`src/hw/cp_pkg.sv`:
```
`default_nettype none

package cp_pkg;

  // column array geometry
  localparam int num_col = 2;
  localparam int instr_width = 32;
  // one instruction lane per column in every read beat
  localparam int phit_size = num_col * instr_width;
  localparam int table_depth = 16;
  localparam int pc_width = $clog2(table_depth);

  // beat k of the image fills entry k of all tables
  localparam int num_beats = table_depth;

  // master side
  localparam int addr_width = 64;
  localparam int len_width = 8;
  localparam int count_width = 32;

  // host side
  localparam int axil_addr_width = 6;
  localparam int axil_data_width = 32;
  localparam int axil_strb_width = axil_data_width / 8;
  localparam logic [1:0] resp_okay = 2'b00;

  // register map, byte offsets
  localparam logic [axil_addr_width-1:0] reg_ap_ctrl = 6'h00;
  localparam logic [axil_addr_width-1:0] reg_gie = 6'h04;
  localparam logic [axil_addr_width-1:0] reg_ier = 6'h08;
  localparam logic [axil_addr_width-1:0] reg_isr = 6'h0c;
  localparam logic [axil_addr_width-1:0] reg_ptr_lo = 6'h10;
  localparam logic [axil_addr_width-1:0] reg_ptr_hi = 6'h14;
  localparam logic [axil_addr_width-1:0] reg_cycles = 6'h18;

  // ap_ctrl bit positions
  localparam int ap_start_bit = 0;
  localparam int ap_done_bit = 1;
  localparam int ap_idle_bit = 2;
  localparam int ap_ready_bit = 3;

  // host to slave
  typedef struct packed {
    logic [axil_addr_width-1:0] awaddr;
    logic                       awvalid;
    logic [axil_data_width-1:0] wdata;
    logic [axil_strb_width-1:0] wstrb;
    logic                       wvalid;
    logic                       bready;
    logic [axil_addr_width-1:0] araddr;
    logic                       arvalid;
    logic                       rready;
  } axil_req_t;

  // slave to host
  typedef struct packed {
    logic                       awready;
    logic                       wready;
    logic [1:0]                 bresp;
    logic                       bvalid;
    logic                       arready;
    logic [axil_data_width-1:0] rdata;
    logic [1:0]                 rresp;
    logic                       rvalid;
  } axil_rsp_t;

  // read address from the loader
  typedef struct packed {
    logic                  arvalid;
    logic [addr_width-1:0] araddr;
    logic [len_width-1:0]  arlen;
  } axi_ar_t;

  // read data from memory
  typedef struct packed {
    logic                 rvalid;
    logic [phit_size-1:0] rdata;
    logic                 rlast;
  } axi_r_t;

  // broadcast to every table, each one picks its own lane
  typedef struct packed {
    logic                 en;
    logic [pc_width-1:0]  addr;
    logic [phit_size-1:0] data;
  } tbl_wr_t;

  // per-column counter steering from the datapath
  typedef struct packed {
    logic                clken;
    logic                load;
    logic                incr;
    logic [pc_width-1:0] load_value;
  } pc_ctrl_t;

endpackage

`default_nettype wire

```
`src/hw/ctrl_regs.sv`:
```
`default_nettype none

module ctrl_regs (
  input  logic                                 ap_clk,
  input  logic                                 areset,
  input  cp_pkg::axil_req_t                    axil_req,
  output cp_pkg::axil_rsp_t                    axil_rsp,
  input  logic                                 load_done,
  input  logic [cp_pkg::count_width-1:0]       cycle_count,
  output logic                                 load_start,
  output logic [cp_pkg::addr_width-1:0]        instr_ptr,
  output logic                                 ap_done,
  output logic                                 interrupt
);

  logic                                 wr_hs;
  logic                                 rd_hs;
  logic                                 start_req;
  logic                                 bvalid_q;
  logic                                 rvalid_q;
  logic [cp_pkg::axil_data_width-1:0]   rdata_q;
  logic [cp_pkg::axil_data_width-1:0]   rd_word;
  logic                                 start_q;
  logic                                 done_q;
  logic                                 idle_q;
  logic                                 load_start_q;
  logic                                 gie_q;
  logic                                 ier_q;
  logic                                 isr_q;
  logic [cp_pkg::axil_data_width-1:0]   ptr_lo_q;
  logic [cp_pkg::axil_data_width-1:0]   ptr_hi_q;
  logic [cp_pkg::count_width-1:0]       cycles_q;

  // merge only the enabled byte lanes into the old value
  function automatic logic [cp_pkg::axil_data_width-1:0] apply_wstrb(
    input logic [cp_pkg::axil_data_width-1:0] old_val,
    input logic [cp_pkg::axil_data_width-1:0] new_val,
    input logic [cp_pkg::axil_strb_width-1:0] strb
  );
    logic [cp_pkg::axil_data_width-1:0] res;
    res = old_val;
    for (int b = 0; b < cp_pkg::axil_strb_width; b++) begin
      if (strb[b]) begin
        res[8*b +: 8] = new_val[8*b +: 8];
      end
    end
    return res;
  endfunction

  // address and data accepted together, blocked while a response waits
  assign wr_hs = axil_req.awvalid & axil_req.wvalid & ~bvalid_q;
  // one read in flight at a time
  assign rd_hs = axil_req.arvalid & ~rvalid_q;

  assign start_req = wr_hs && (axil_req.awaddr == cp_pkg::reg_ap_ctrl) &&
                     axil_req.wstrb[0] && axil_req.wdata[cp_pkg::ap_start_bit];

  // response channels
  always_ff @(posedge ap_clk) begin
    if (areset) begin
      bvalid_q <= 1'b0;
      rvalid_q <= 1'b0;
    end else begin
      if (wr_hs) begin
        bvalid_q <= 1'b1;
      end else if (axil_req.bready) begin
        bvalid_q <= 1'b0;
      end
      if (rd_hs) begin
        rvalid_q <= 1'b1;
      end else if (axil_req.rready) begin
        rvalid_q <= 1'b0;
      end
    end
  end

  // read data captured with the address
  always_ff @(posedge ap_clk) begin
    if (rd_hs) begin
      rdata_q <= rd_word;
    end
  end

  // ap_ctrl handshake bits
  always_ff @(posedge ap_clk) begin
    if (areset) begin
      start_q      <= 1'b0;
      done_q       <= 1'b0;
      idle_q       <= 1'b1;
      load_start_q <= 1'b0;
    end else begin
      // start only launches a load from idle
      load_start_q <= start_req & idle_q;
      if (load_done) begin
        start_q <= 1'b0;
        done_q  <= 1'b1;
        idle_q  <= 1'b1;
      end else begin
        if (start_req && idle_q) begin
          start_q <= 1'b1;
          idle_q  <= 1'b0;
        end
        // done is clear-on-read
        if (rd_hs && (axil_req.araddr == cp_pkg::reg_ap_ctrl)) begin
          done_q <= 1'b0;
        end
      end
    end
  end

  // interrupt enables and status
  always_ff @(posedge ap_clk) begin
    if (areset) begin
      gie_q <= 1'b0;
      ier_q <= 1'b0;
      isr_q <= 1'b0;
    end else begin
      if (wr_hs && axil_req.wstrb[0]) begin
        if (axil_req.awaddr == cp_pkg::reg_gie) begin
          gie_q <= axil_req.wdata[0];
        end
        if (axil_req.awaddr == cp_pkg::reg_ier) begin
          ier_q <= axil_req.wdata[0];
        end
      end
      // load completion wins over a host toggle
      if (load_done) begin
        isr_q <= 1'b1;
      end else if (wr_hs && (axil_req.awaddr == cp_pkg::reg_isr) &&
                   axil_req.wstrb[0] && axil_req.wdata[0]) begin
        isr_q <= ~isr_q;
      end
    end
  end

  // instruction pointer and latched cycle count
  always_ff @(posedge ap_clk) begin
    if (areset) begin
      ptr_lo_q <= '0;
      ptr_hi_q <= '0;
      cycles_q <= '0;
    end else begin
      if (wr_hs && (axil_req.awaddr == cp_pkg::reg_ptr_lo)) begin
        ptr_lo_q <= apply_wstrb(ptr_lo_q, axil_req.wdata, axil_req.wstrb);
      end
      if (wr_hs && (axil_req.awaddr == cp_pkg::reg_ptr_hi)) begin
        ptr_hi_q <= apply_wstrb(ptr_hi_q, axil_req.wdata, axil_req.wstrb);
      end
      if (load_done) begin
        cycles_q <= cycle_count;
      end
    end
  end

  // read decode
  always_comb begin
    rd_word = '0;
    case (axil_req.araddr)
      cp_pkg::reg_ap_ctrl: begin
        rd_word[cp_pkg::ap_start_bit] = start_q;
        rd_word[cp_pkg::ap_done_bit]  = done_q;
        rd_word[cp_pkg::ap_idle_bit]  = idle_q;
        // ready mirrors done, no pipelining
        rd_word[cp_pkg::ap_ready_bit] = done_q;
      end
      cp_pkg::reg_gie:    rd_word[0] = gie_q;
      cp_pkg::reg_ier:    rd_word[0] = ier_q;
      cp_pkg::reg_isr:    rd_word[0] = isr_q;
      cp_pkg::reg_ptr_lo: rd_word = ptr_lo_q;
      cp_pkg::reg_ptr_hi: rd_word = ptr_hi_q;
      cp_pkg::reg_cycles: rd_word = cycles_q;
      default:            rd_word = '0;
    endcase
  end

  assign axil_rsp.awready = wr_hs;
  assign axil_rsp.wready  = wr_hs;
  assign axil_rsp.bresp   = cp_pkg::resp_okay;
  assign axil_rsp.bvalid  = bvalid_q;
  assign axil_rsp.arready = ~rvalid_q;
  assign axil_rsp.rdata   = rdata_q;
  assign axil_rsp.rresp   = cp_pkg::resp_okay;
  assign axil_rsp.rvalid  = rvalid_q;

  assign load_start = load_start_q;
  assign instr_ptr  = {ptr_hi_q, ptr_lo_q};
  assign ap_done    = done_q;
  assign interrupt  = gie_q & ier_q & isr_q;

endmodule

`default_nettype wire

```
`src/hw/instr_table.sv`:
```
`default_nettype none

module instr_table (
  input  logic                             ap_clk,
  input  logic                             areset,
  input  logic                             wr_en,
  input  logic [cp_pkg::pc_width-1:0]      wr_addr,
  input  logic [cp_pkg::instr_width-1:0]   wr_data,
  input  cp_pkg::pc_ctrl_t                 pc_ctrl,
  output logic [cp_pkg::pc_width-1:0]      pc,
  output logic [cp_pkg::instr_width-1:0]   instr
);

  logic [cp_pkg::instr_width-1:0] mem [cp_pkg::table_depth];
  logic [cp_pkg::pc_width-1:0]    pc_q;
  logic [cp_pkg::pc_width-1:0]    pc_next;
  logic [cp_pkg::instr_width-1:0] instr_q;
  logic                           wr_hit;

  // load beats incr, both need clken
  always_comb begin
    pc_next = pc_q;
    if (pc_ctrl.clken) begin
      if (pc_ctrl.load) begin
        pc_next = pc_ctrl.load_value;
      end else if (pc_ctrl.incr) begin
        // wraps at table_depth
        pc_next = pc_q + 1'b1;
      end
    end
  end

  // write landing on the entry about to be presented
  assign wr_hit = wr_en && (wr_addr == pc_next);

  always_ff @(posedge ap_clk) begin
    if (wr_en) begin
      mem[wr_addr] <= wr_data;
    end
  end

  always_ff @(posedge ap_clk) begin
    if (areset) begin
      pc_q <= '0;
    end else begin
      pc_q <= pc_next;
    end
  end

  // bypass the write so the output never shows a stale entry
  always_ff @(posedge ap_clk) begin
    if (wr_hit) begin
      instr_q <= wr_data;
    end else if (pc_ctrl.clken) begin
      instr_q <= mem[pc_next];
    end
  end

  assign pc    = pc_q;
  assign instr = instr_q;

endmodule

`default_nettype wire

```
`src/hw/instr_loader.sv`:
```
`default_nettype none

module instr_loader (
  input  logic                           ap_clk,
  input  logic                           areset,
  input  logic                           load_start,
  input  logic [cp_pkg::addr_width-1:0]  instr_ptr,
  output cp_pkg::axi_ar_t                m_axi_ar,
  input  logic                           m_axi_arready,
  input  cp_pkg::axi_r_t                 m_axi_r,
  output logic                           m_axi_rready,
  output cp_pkg::tbl_wr_t                tbl_wr,
  output logic                           load_done,
  output logic [cp_pkg::count_width-1:0] cycle_count
);

  typedef enum logic [1:0] {
    st_idle,
    st_addr,
    st_data
  } state_t;

  state_t                         state;
  logic [cp_pkg::addr_width-1:0]  araddr_q;
  logic [cp_pkg::pc_width-1:0]    beat_cnt;
  logic [cp_pkg::count_width-1:0] cycles_q;
  logic                           beat_acc;
  logic                           done_q;
  logic                           wr_en_q;
  logic [cp_pkg::pc_width-1:0]    wr_addr_q;
  logic [cp_pkg::phit_size-1:0]   wr_data_q;

  // rready is high for the whole data state
  assign beat_acc = (state == st_data) && m_axi_r.rvalid;

  // idle -> addr -> data -> idle, one burst per start
  always_ff @(posedge ap_clk) begin
    if (areset) begin
      state <= st_idle;
    end else begin
      case (state)
        st_idle: begin
          // start while busy never reaches here
          if (load_start) begin
            state <= st_addr;
          end
        end
        st_addr: begin
          if (m_axi_arready) begin
            state <= st_data;
          end
        end
        st_data: begin
          if (beat_acc && m_axi_r.rlast) begin
            state <= st_idle;
          end
        end
        default: state <= st_idle;
      endcase
    end
  end

  // burst address taken at start
  always_ff @(posedge ap_clk) begin
    if ((state == st_idle) && load_start) begin
      araddr_q <= instr_ptr;
    end
  end

  // beat index, cycle count and done strobe
  always_ff @(posedge ap_clk) begin
    if (areset) begin
      beat_cnt <= '0;
      cycles_q <= '0;
      done_q   <= 1'b0;
      wr_en_q  <= 1'b0;
    end else begin
      done_q  <= beat_acc & m_axi_r.rlast;
      wr_en_q <= beat_acc;
      if ((state == st_idle) && load_start) begin
        beat_cnt <= '0;
        cycles_q <= '0;
      end else begin
        if (beat_acc) begin
          beat_cnt <= beat_cnt + 1'b1;
        end
        // stalls in either busy state count too
        if (state != st_idle) begin
          cycles_q <= cycles_q + 1'b1;
        end
      end
    end
  end

  // accepted beat lands in the tables a cycle later
  always_ff @(posedge ap_clk) begin
    if (beat_acc) begin
      wr_addr_q <= beat_cnt;
      wr_data_q <= m_axi_r.rdata;
    end
  end

  assign m_axi_ar.arvalid = (state == st_addr);
  assign m_axi_ar.araddr  = araddr_q;
  assign m_axi_ar.arlen   = cp_pkg::len_width'(cp_pkg::num_beats - 1);
  assign m_axi_rready     = (state == st_data);

  assign tbl_wr.en   = wr_en_q;
  assign tbl_wr.addr = wr_addr_q;
  assign tbl_wr.data = wr_data_q;

  assign load_done   = done_q;
  assign cycle_count = cycles_q;

endmodule

`default_nettype wire

```
`src/hw/control_plane.sv`:
```
`default_nettype none

module control_plane (
  input  logic                                                 ap_clk,
  input  logic                                                 ap_rst_n,
  input  cp_pkg::axil_req_t                                    s_axil_req,
  output cp_pkg::axil_rsp_t                                    s_axil_rsp,
  output logic                                                 interrupt,
  output cp_pkg::axi_ar_t                                      m_axi_ar,
  input  logic                                                 m_axi_arready,
  input  cp_pkg::axi_r_t                                       m_axi_r,
  output logic                                                 m_axi_rready,
  input  cp_pkg::pc_ctrl_t [cp_pkg::num_col-1:0]               pc_ctrl,
  output logic [cp_pkg::num_col-1:0][cp_pkg::instr_width-1:0]  instr,
  output logic [cp_pkg::count_width-1:0]                       cycle_register,
  output logic                                                 done_loader
);

  logic                           areset;
  logic                           load_start;
  logic                           load_done;
  logic [cp_pkg::addr_width-1:0]  instr_ptr;
  logic [cp_pkg::count_width-1:0] cycle_count;
  logic                           ap_done;
  cp_pkg::tbl_wr_t                tbl_wr;
  // counters are observable only through the instruction stream
  logic [cp_pkg::num_col-1:0][cp_pkg::pc_width-1:0] pc;

  // internal reset lags ap_rst_n by one cycle
  always_ff @(posedge ap_clk) begin
    areset <= ~ap_rst_n;
  end

  ctrl_regs u_ctrl_regs (
    .ap_clk      (ap_clk),
    .areset      (areset),
    .axil_req    (s_axil_req),
    .axil_rsp    (s_axil_rsp),
    .load_done   (load_done),
    .cycle_count (cycle_count),
    .load_start  (load_start),
    .instr_ptr   (instr_ptr),
    .ap_done     (ap_done),
    .interrupt   (interrupt)
  );

  instr_loader u_instr_loader (
    .ap_clk        (ap_clk),
    .areset        (areset),
    .load_start    (load_start),
    .instr_ptr     (instr_ptr),
    .m_axi_ar      (m_axi_ar),
    .m_axi_arready (m_axi_arready),
    .m_axi_r       (m_axi_r),
    .m_axi_rready  (m_axi_rready),
    .tbl_wr        (tbl_wr),
    .load_done     (load_done),
    .cycle_count   (cycle_count)
  );

  // one table per column, each fed from its own lane of the beat
  for (genvar c = 0; c < cp_pkg::num_col; c++) begin : g_col
    instr_table u_instr_table (
      .ap_clk  (ap_clk),
      .areset  (areset),
      .wr_en   (tbl_wr.en),
      .wr_addr (tbl_wr.addr),
      .wr_data (tbl_wr.data[c*cp_pkg::instr_width +: cp_pkg::instr_width]),
      .pc_ctrl (pc_ctrl[c]),
      .pc      (pc[c]),
      .instr   (instr[c])
    );
  end

  assign cycle_register = cycle_count;
  // sticky done from the register block
  assign done_loader    = ap_done;

endmodule

`default_nettype wire

```
`config.mk`:
```
export PLATFORM = sky130hd
export DESIGN_NAME = control_plane
export DESIGN_NICKNAME = d
export VERILOG_FILES = /design/src/hw/cp_pkg.sv /design/src/hw/ctrl_regs.sv /design/src/hw/instr_table.sv /design/src/hw/instr_loader.sv /design/src/hw/control_plane.sv
export SDC_FILE = /design/constraint.sdc
export NUM_CORES = 2
export LEC_CHECK = 0
export ABC_AREA = 1
export BUFFER_PORTS_ARGS = -buffer_cell sky130_fd_sc_hd__buf_2
export CAP_MARGIN = 40
export CORE_MARGIN = 2
export CORE_UTILIZATION = 50
export CTS_CLUSTER_SIZE = 14
export DETAILED_ROUTE_END_ITERATION = 10
export GPL_TIMING_DRIVEN = 0
export HOLD_SLACK_MARGIN = 0.05
export PLACE_DENSITY = 0.73
export SLEW_MARGIN = 10
export SYNTH_ARGS = -nofsm -noshare
export SYNTH_HDL_FRONTEND = slang
export SYNTH_SLANG_ARGS = --single-unit
```
`constraint.sdc`:
```
create_clock -name ap_clk -period 5.3 [get_ports ap_clk]
set_clock_uncertainty 0.15 [all_clocks]
set_input_delay 0.53 -clock ap_clk [delete_from_list [all_inputs] [get_ports ap_clk]]
set_output_delay 0.53 -clock ap_clk [all_outputs]
set_load 0.02 [all_outputs]
```
==> impl_metrics.toml <==
[clock_network]
cts_buffers = 146
clkLatencyLatePin_ns = 0.76
cts_resized = 0
hold_buffers = 106
cts_max_level = 4
path_clk_slew_ns = 0.06
cts.sinks = 1406
cts_setup_buffers = 0
root_buffer = "clkbuf_16"
cts_tree = "yes"
clockBufferDepth = 3

[flow_run]
cap_violations = 0

[yosys]
avgSynthCellArea_um2 = 11.2
yosys-top-cells-area = "edfxtp_1 63%, nand3_1 8.4%, nand3b_1 5.6%"
synth_edf_count = 1252
synth_cell_type_count = 43
ys.flop_type = "edfxtp_1"
yosysWarnings = 0
syn_inst = 5318
syn-cell-area_um2 = 59700
synth_most_common_cell = "edfxtp_1"
synthArstFlopShare = 0
yosys.area.top_type = "edfxtp_1"
synth_common_cells = "1,252 x edfxtp_1, 1,001 x nand3_1, 870 x nand2_1"
seq_area_frac_synth = 0.682
synth_top_area_share = 0.630
synth-seq-cells = 1406

[routing]
vias_per_cell = 5.79
totalWireLength_um = 177000
drc = 0
antenna_left = 0
wl_per_cell_um = 23.3
drt_iter0_drc = 6036
vias = 44200
dr.pass1.iters = 6

[pwr]
vdd_drop_max_mv = 0.306
p_leak_nw = 27.9
pwr_density_cell_nw_per_um2 = 349

[timing]
finalHoldViolCount = 0
finalMaxSlewViolations = 0
maxSlewHeadroom = 0.429
fin_crit_sh = 0.721
rsz0062_at_grt = "false"
worst_hold_slack_ns = 0.106
setup_viol = 0
worst_pin_slew_ns = 0.857
fmax_mhz = 262
fin_crit_ns = 3.82
worst_slack_ns = 1.48

[worst_hold_path]
min_to = "u_ctrl_regs.gie_q"
min_path_cells = 4
hp-class = "in -> reg"
hold_start = "s_axil_req[10]"

[floorplan]
initial_core_util = 0.505
fp.dieH_um = 350
die_w_um = 350
die_area_um2 = 122000
std_cell_rows = 126
core_area_um2 = 118000
ios = 349

[place]
place.gp.congestion = 0.894
dp_slack_ns = 1.61
dp_cells = 7252
hpwlAfterDp_um = 120000
port_buffers = 336

[global_route]
grt_pass1_vias = 41900
antenna_found_initial = 8
gr-total-overflow = 0
grtUsageTotal = 0.283
grt_pass1_wl_um = 257000
grt_max_degree = 39

[critical_path]
rr_startpoint = "g_col[0].u_instr_table.pc[1]"
crit_family = "simple AND/OR/NAND/NOR gates"
worst-endpoint-arrival_ns = 4.12
path_depth = 13
r2r_slack_ns = 1.48
start_kind = "flip-flop"
slowest_delay_ns = 0.56
cp-end-kind = "flip-flop"
crit_fanout = 20
critPathRequiredTime_ns = 5.60
path_class = "reg -> reg"
crit_buf_inv = 3
worstPathCellList = "ha_1 > nand2_1 > nand2_1 > nand3_1 > nand2_1 > inv_2 > nand2_1 > nand3_1 > nor2_2 > nand3_2 > buf_2 > nand2_2 > buf_12"
r2r_cells = 13
r2r-end = "g_col[0].u_instr_table.instr[4]"
path_common_cell = "nand2_1"
critical_path.slowest_cell = "nor2_2"

[layout]
nNetsFinal = 6110
layout-drive-gt1-share = 0.149
layout.cells.non_filler = 7628
synthToLayoutAreaGrowth_pct = 18.1

[status]
status = "finished, final reports clean"
==> how the worst max path moves through the flow <==
| stage | from | endpoint | slack (ns) |
|---|---|---|---|
| floorplan | u_instr_loader.state[1] | u_instr_loader.cycle_count[13] | 0.91 |
| global placement | u_instr_loader.wr_addr_q[3] | g_col[0].u_instr_table.mem[6][11] | -2.37 |
| detailed placement | pc_ctrl[5] | g_col[0].u_instr_table.instr[5] | 1.61 |
| CTS | g_col[0].u_instr_table.pc[1] | g_col[0].u_instr_table.instr[4] | 1.69 |
| global route | g_col[0].u_instr_table.pc[1] | g_col[0].u_instr_table.instr[5] | 1.49 |
| finish | g_col[0].u_instr_table.pc[1] | g_col[0].u_instr_table.instr[4] | 1.48 |
==> layer usage <==
metal	wire, um	global-route usage	up-vias
met2	81800	0.450	2972
li1	-	-	19700
met4	9240	0.151	4
met1	66500	0.369	21000
met5	31	0	-
met3	19900	0.0546	556
==> worst min-delay path, stage by stage <==
cell and delay [ns]:
buf_2 0.11, nand3_1 0.13, inv_1 0.10, a311oi_1 0.08
==> through the flow <==
stage / utilization / power, mW / TNS (ns) / area, um^2
2_1_floorplan: - / 13.7 / 0 / 59700
3_3_place_gp: 0.536 / 14.5 / -1709.70 / 63300
3_5_place_dp: 0.547 / 14.6 / 0 / 64700
6_report: 0.596 / 24.6 / 0 / 70500
5_1_grt: 0.596 / 25.2 / 0 / 70500
4_1_cts: 0.596 / 24.6 / 0 / 70500
==> cells in the final DEF (no fill, tap or decap), types with 3 or more instances in the layout <==
master / synthesis / final
clkinv_1: 1 / 26
o21ai_1: 4 / 4
nand3b_1: 448 / 448
o221ai_1: 29 / 29
inv_2: 8 / 9
clkinv_2: 0 / 21
bufinv_16: 0 / 9
nand2_2: 9 / 11
nand2_1: 870 / 868
clkinvlp_4: 0 / 8
clkbuf_1: 70 / 100
buf_16: 0 / 28
diode_2: 0 / 6
clkbuf_8: 0 / 9
ha_1: 4 / 4
nor2_2: 5 / 5
nand3_1: 1001 / 1001
inv_1: 729 / 727
inv_6: 0 / 5
xor2_1: 6 / 6
nor4_1: 3 / 3
nand4_1: 70 / 70
dlygate4sd3_1: 0 / 106
inv_16: 0 / 3
buf_12: 0 / 23
a21oi_1: 133 / 133
clkbuf_16: 0 / 151
o21ai_0: 123 / 123
nor2_1: 78 / 61
buf_4: 63 / 63
buf_2: 196 / 532
nor2_4: 0 / 17
dfxtp_1: 154 / 154
edfxtp_1: 1252 / 1252
conb_1: 2 / 12
nor3_1: 24 / 24
buf_1: 13 / 13
==> cells by family after synthesis <==
family,after synthesis,share of synthesized area
buf+inv,1081,0.0762
compound gates,302,0.0279
other cells,2,0.000126
fa+ha+maj,4,0.000839
xor+xnor,7,0.00115
simple gates,2516,0.212
flops,1406,0.682
==> power by group <==
part           leakage [nW]  internal, mW  switching [mW]
combinational          12.8         0.713            1.72
sequential             12.7          12.0          0.0294
clock                  2.28          5.80            4.32
==> area by class of cell <==
type | count | area, um^2
clock buffer | 190 | 4020
clock inverter | 74 | 674
sequential | 1406 | 40700
antenna | 6 | 15.0
multi-input combinational | 2841 | 14600
fill | 9090 | 47800
timing repair buffer | 494 | 3990
buffer | 343 | 1780
tap | 1536 | 1920
inverter | 738 | 2770
==> state kept, by name (all words and copies together) (netlist names), 64 cells and up <==
| signal | flops |
|---|---|
| g_col.u_instr_table.instr | 64 |
| u_instr_loader.araddr_q | 64 |
| g_col.u_instr_table.mem | 1024 |
| u_instr_loader.wr_data_q | 64 |
(Power assumes the default switching activity.)
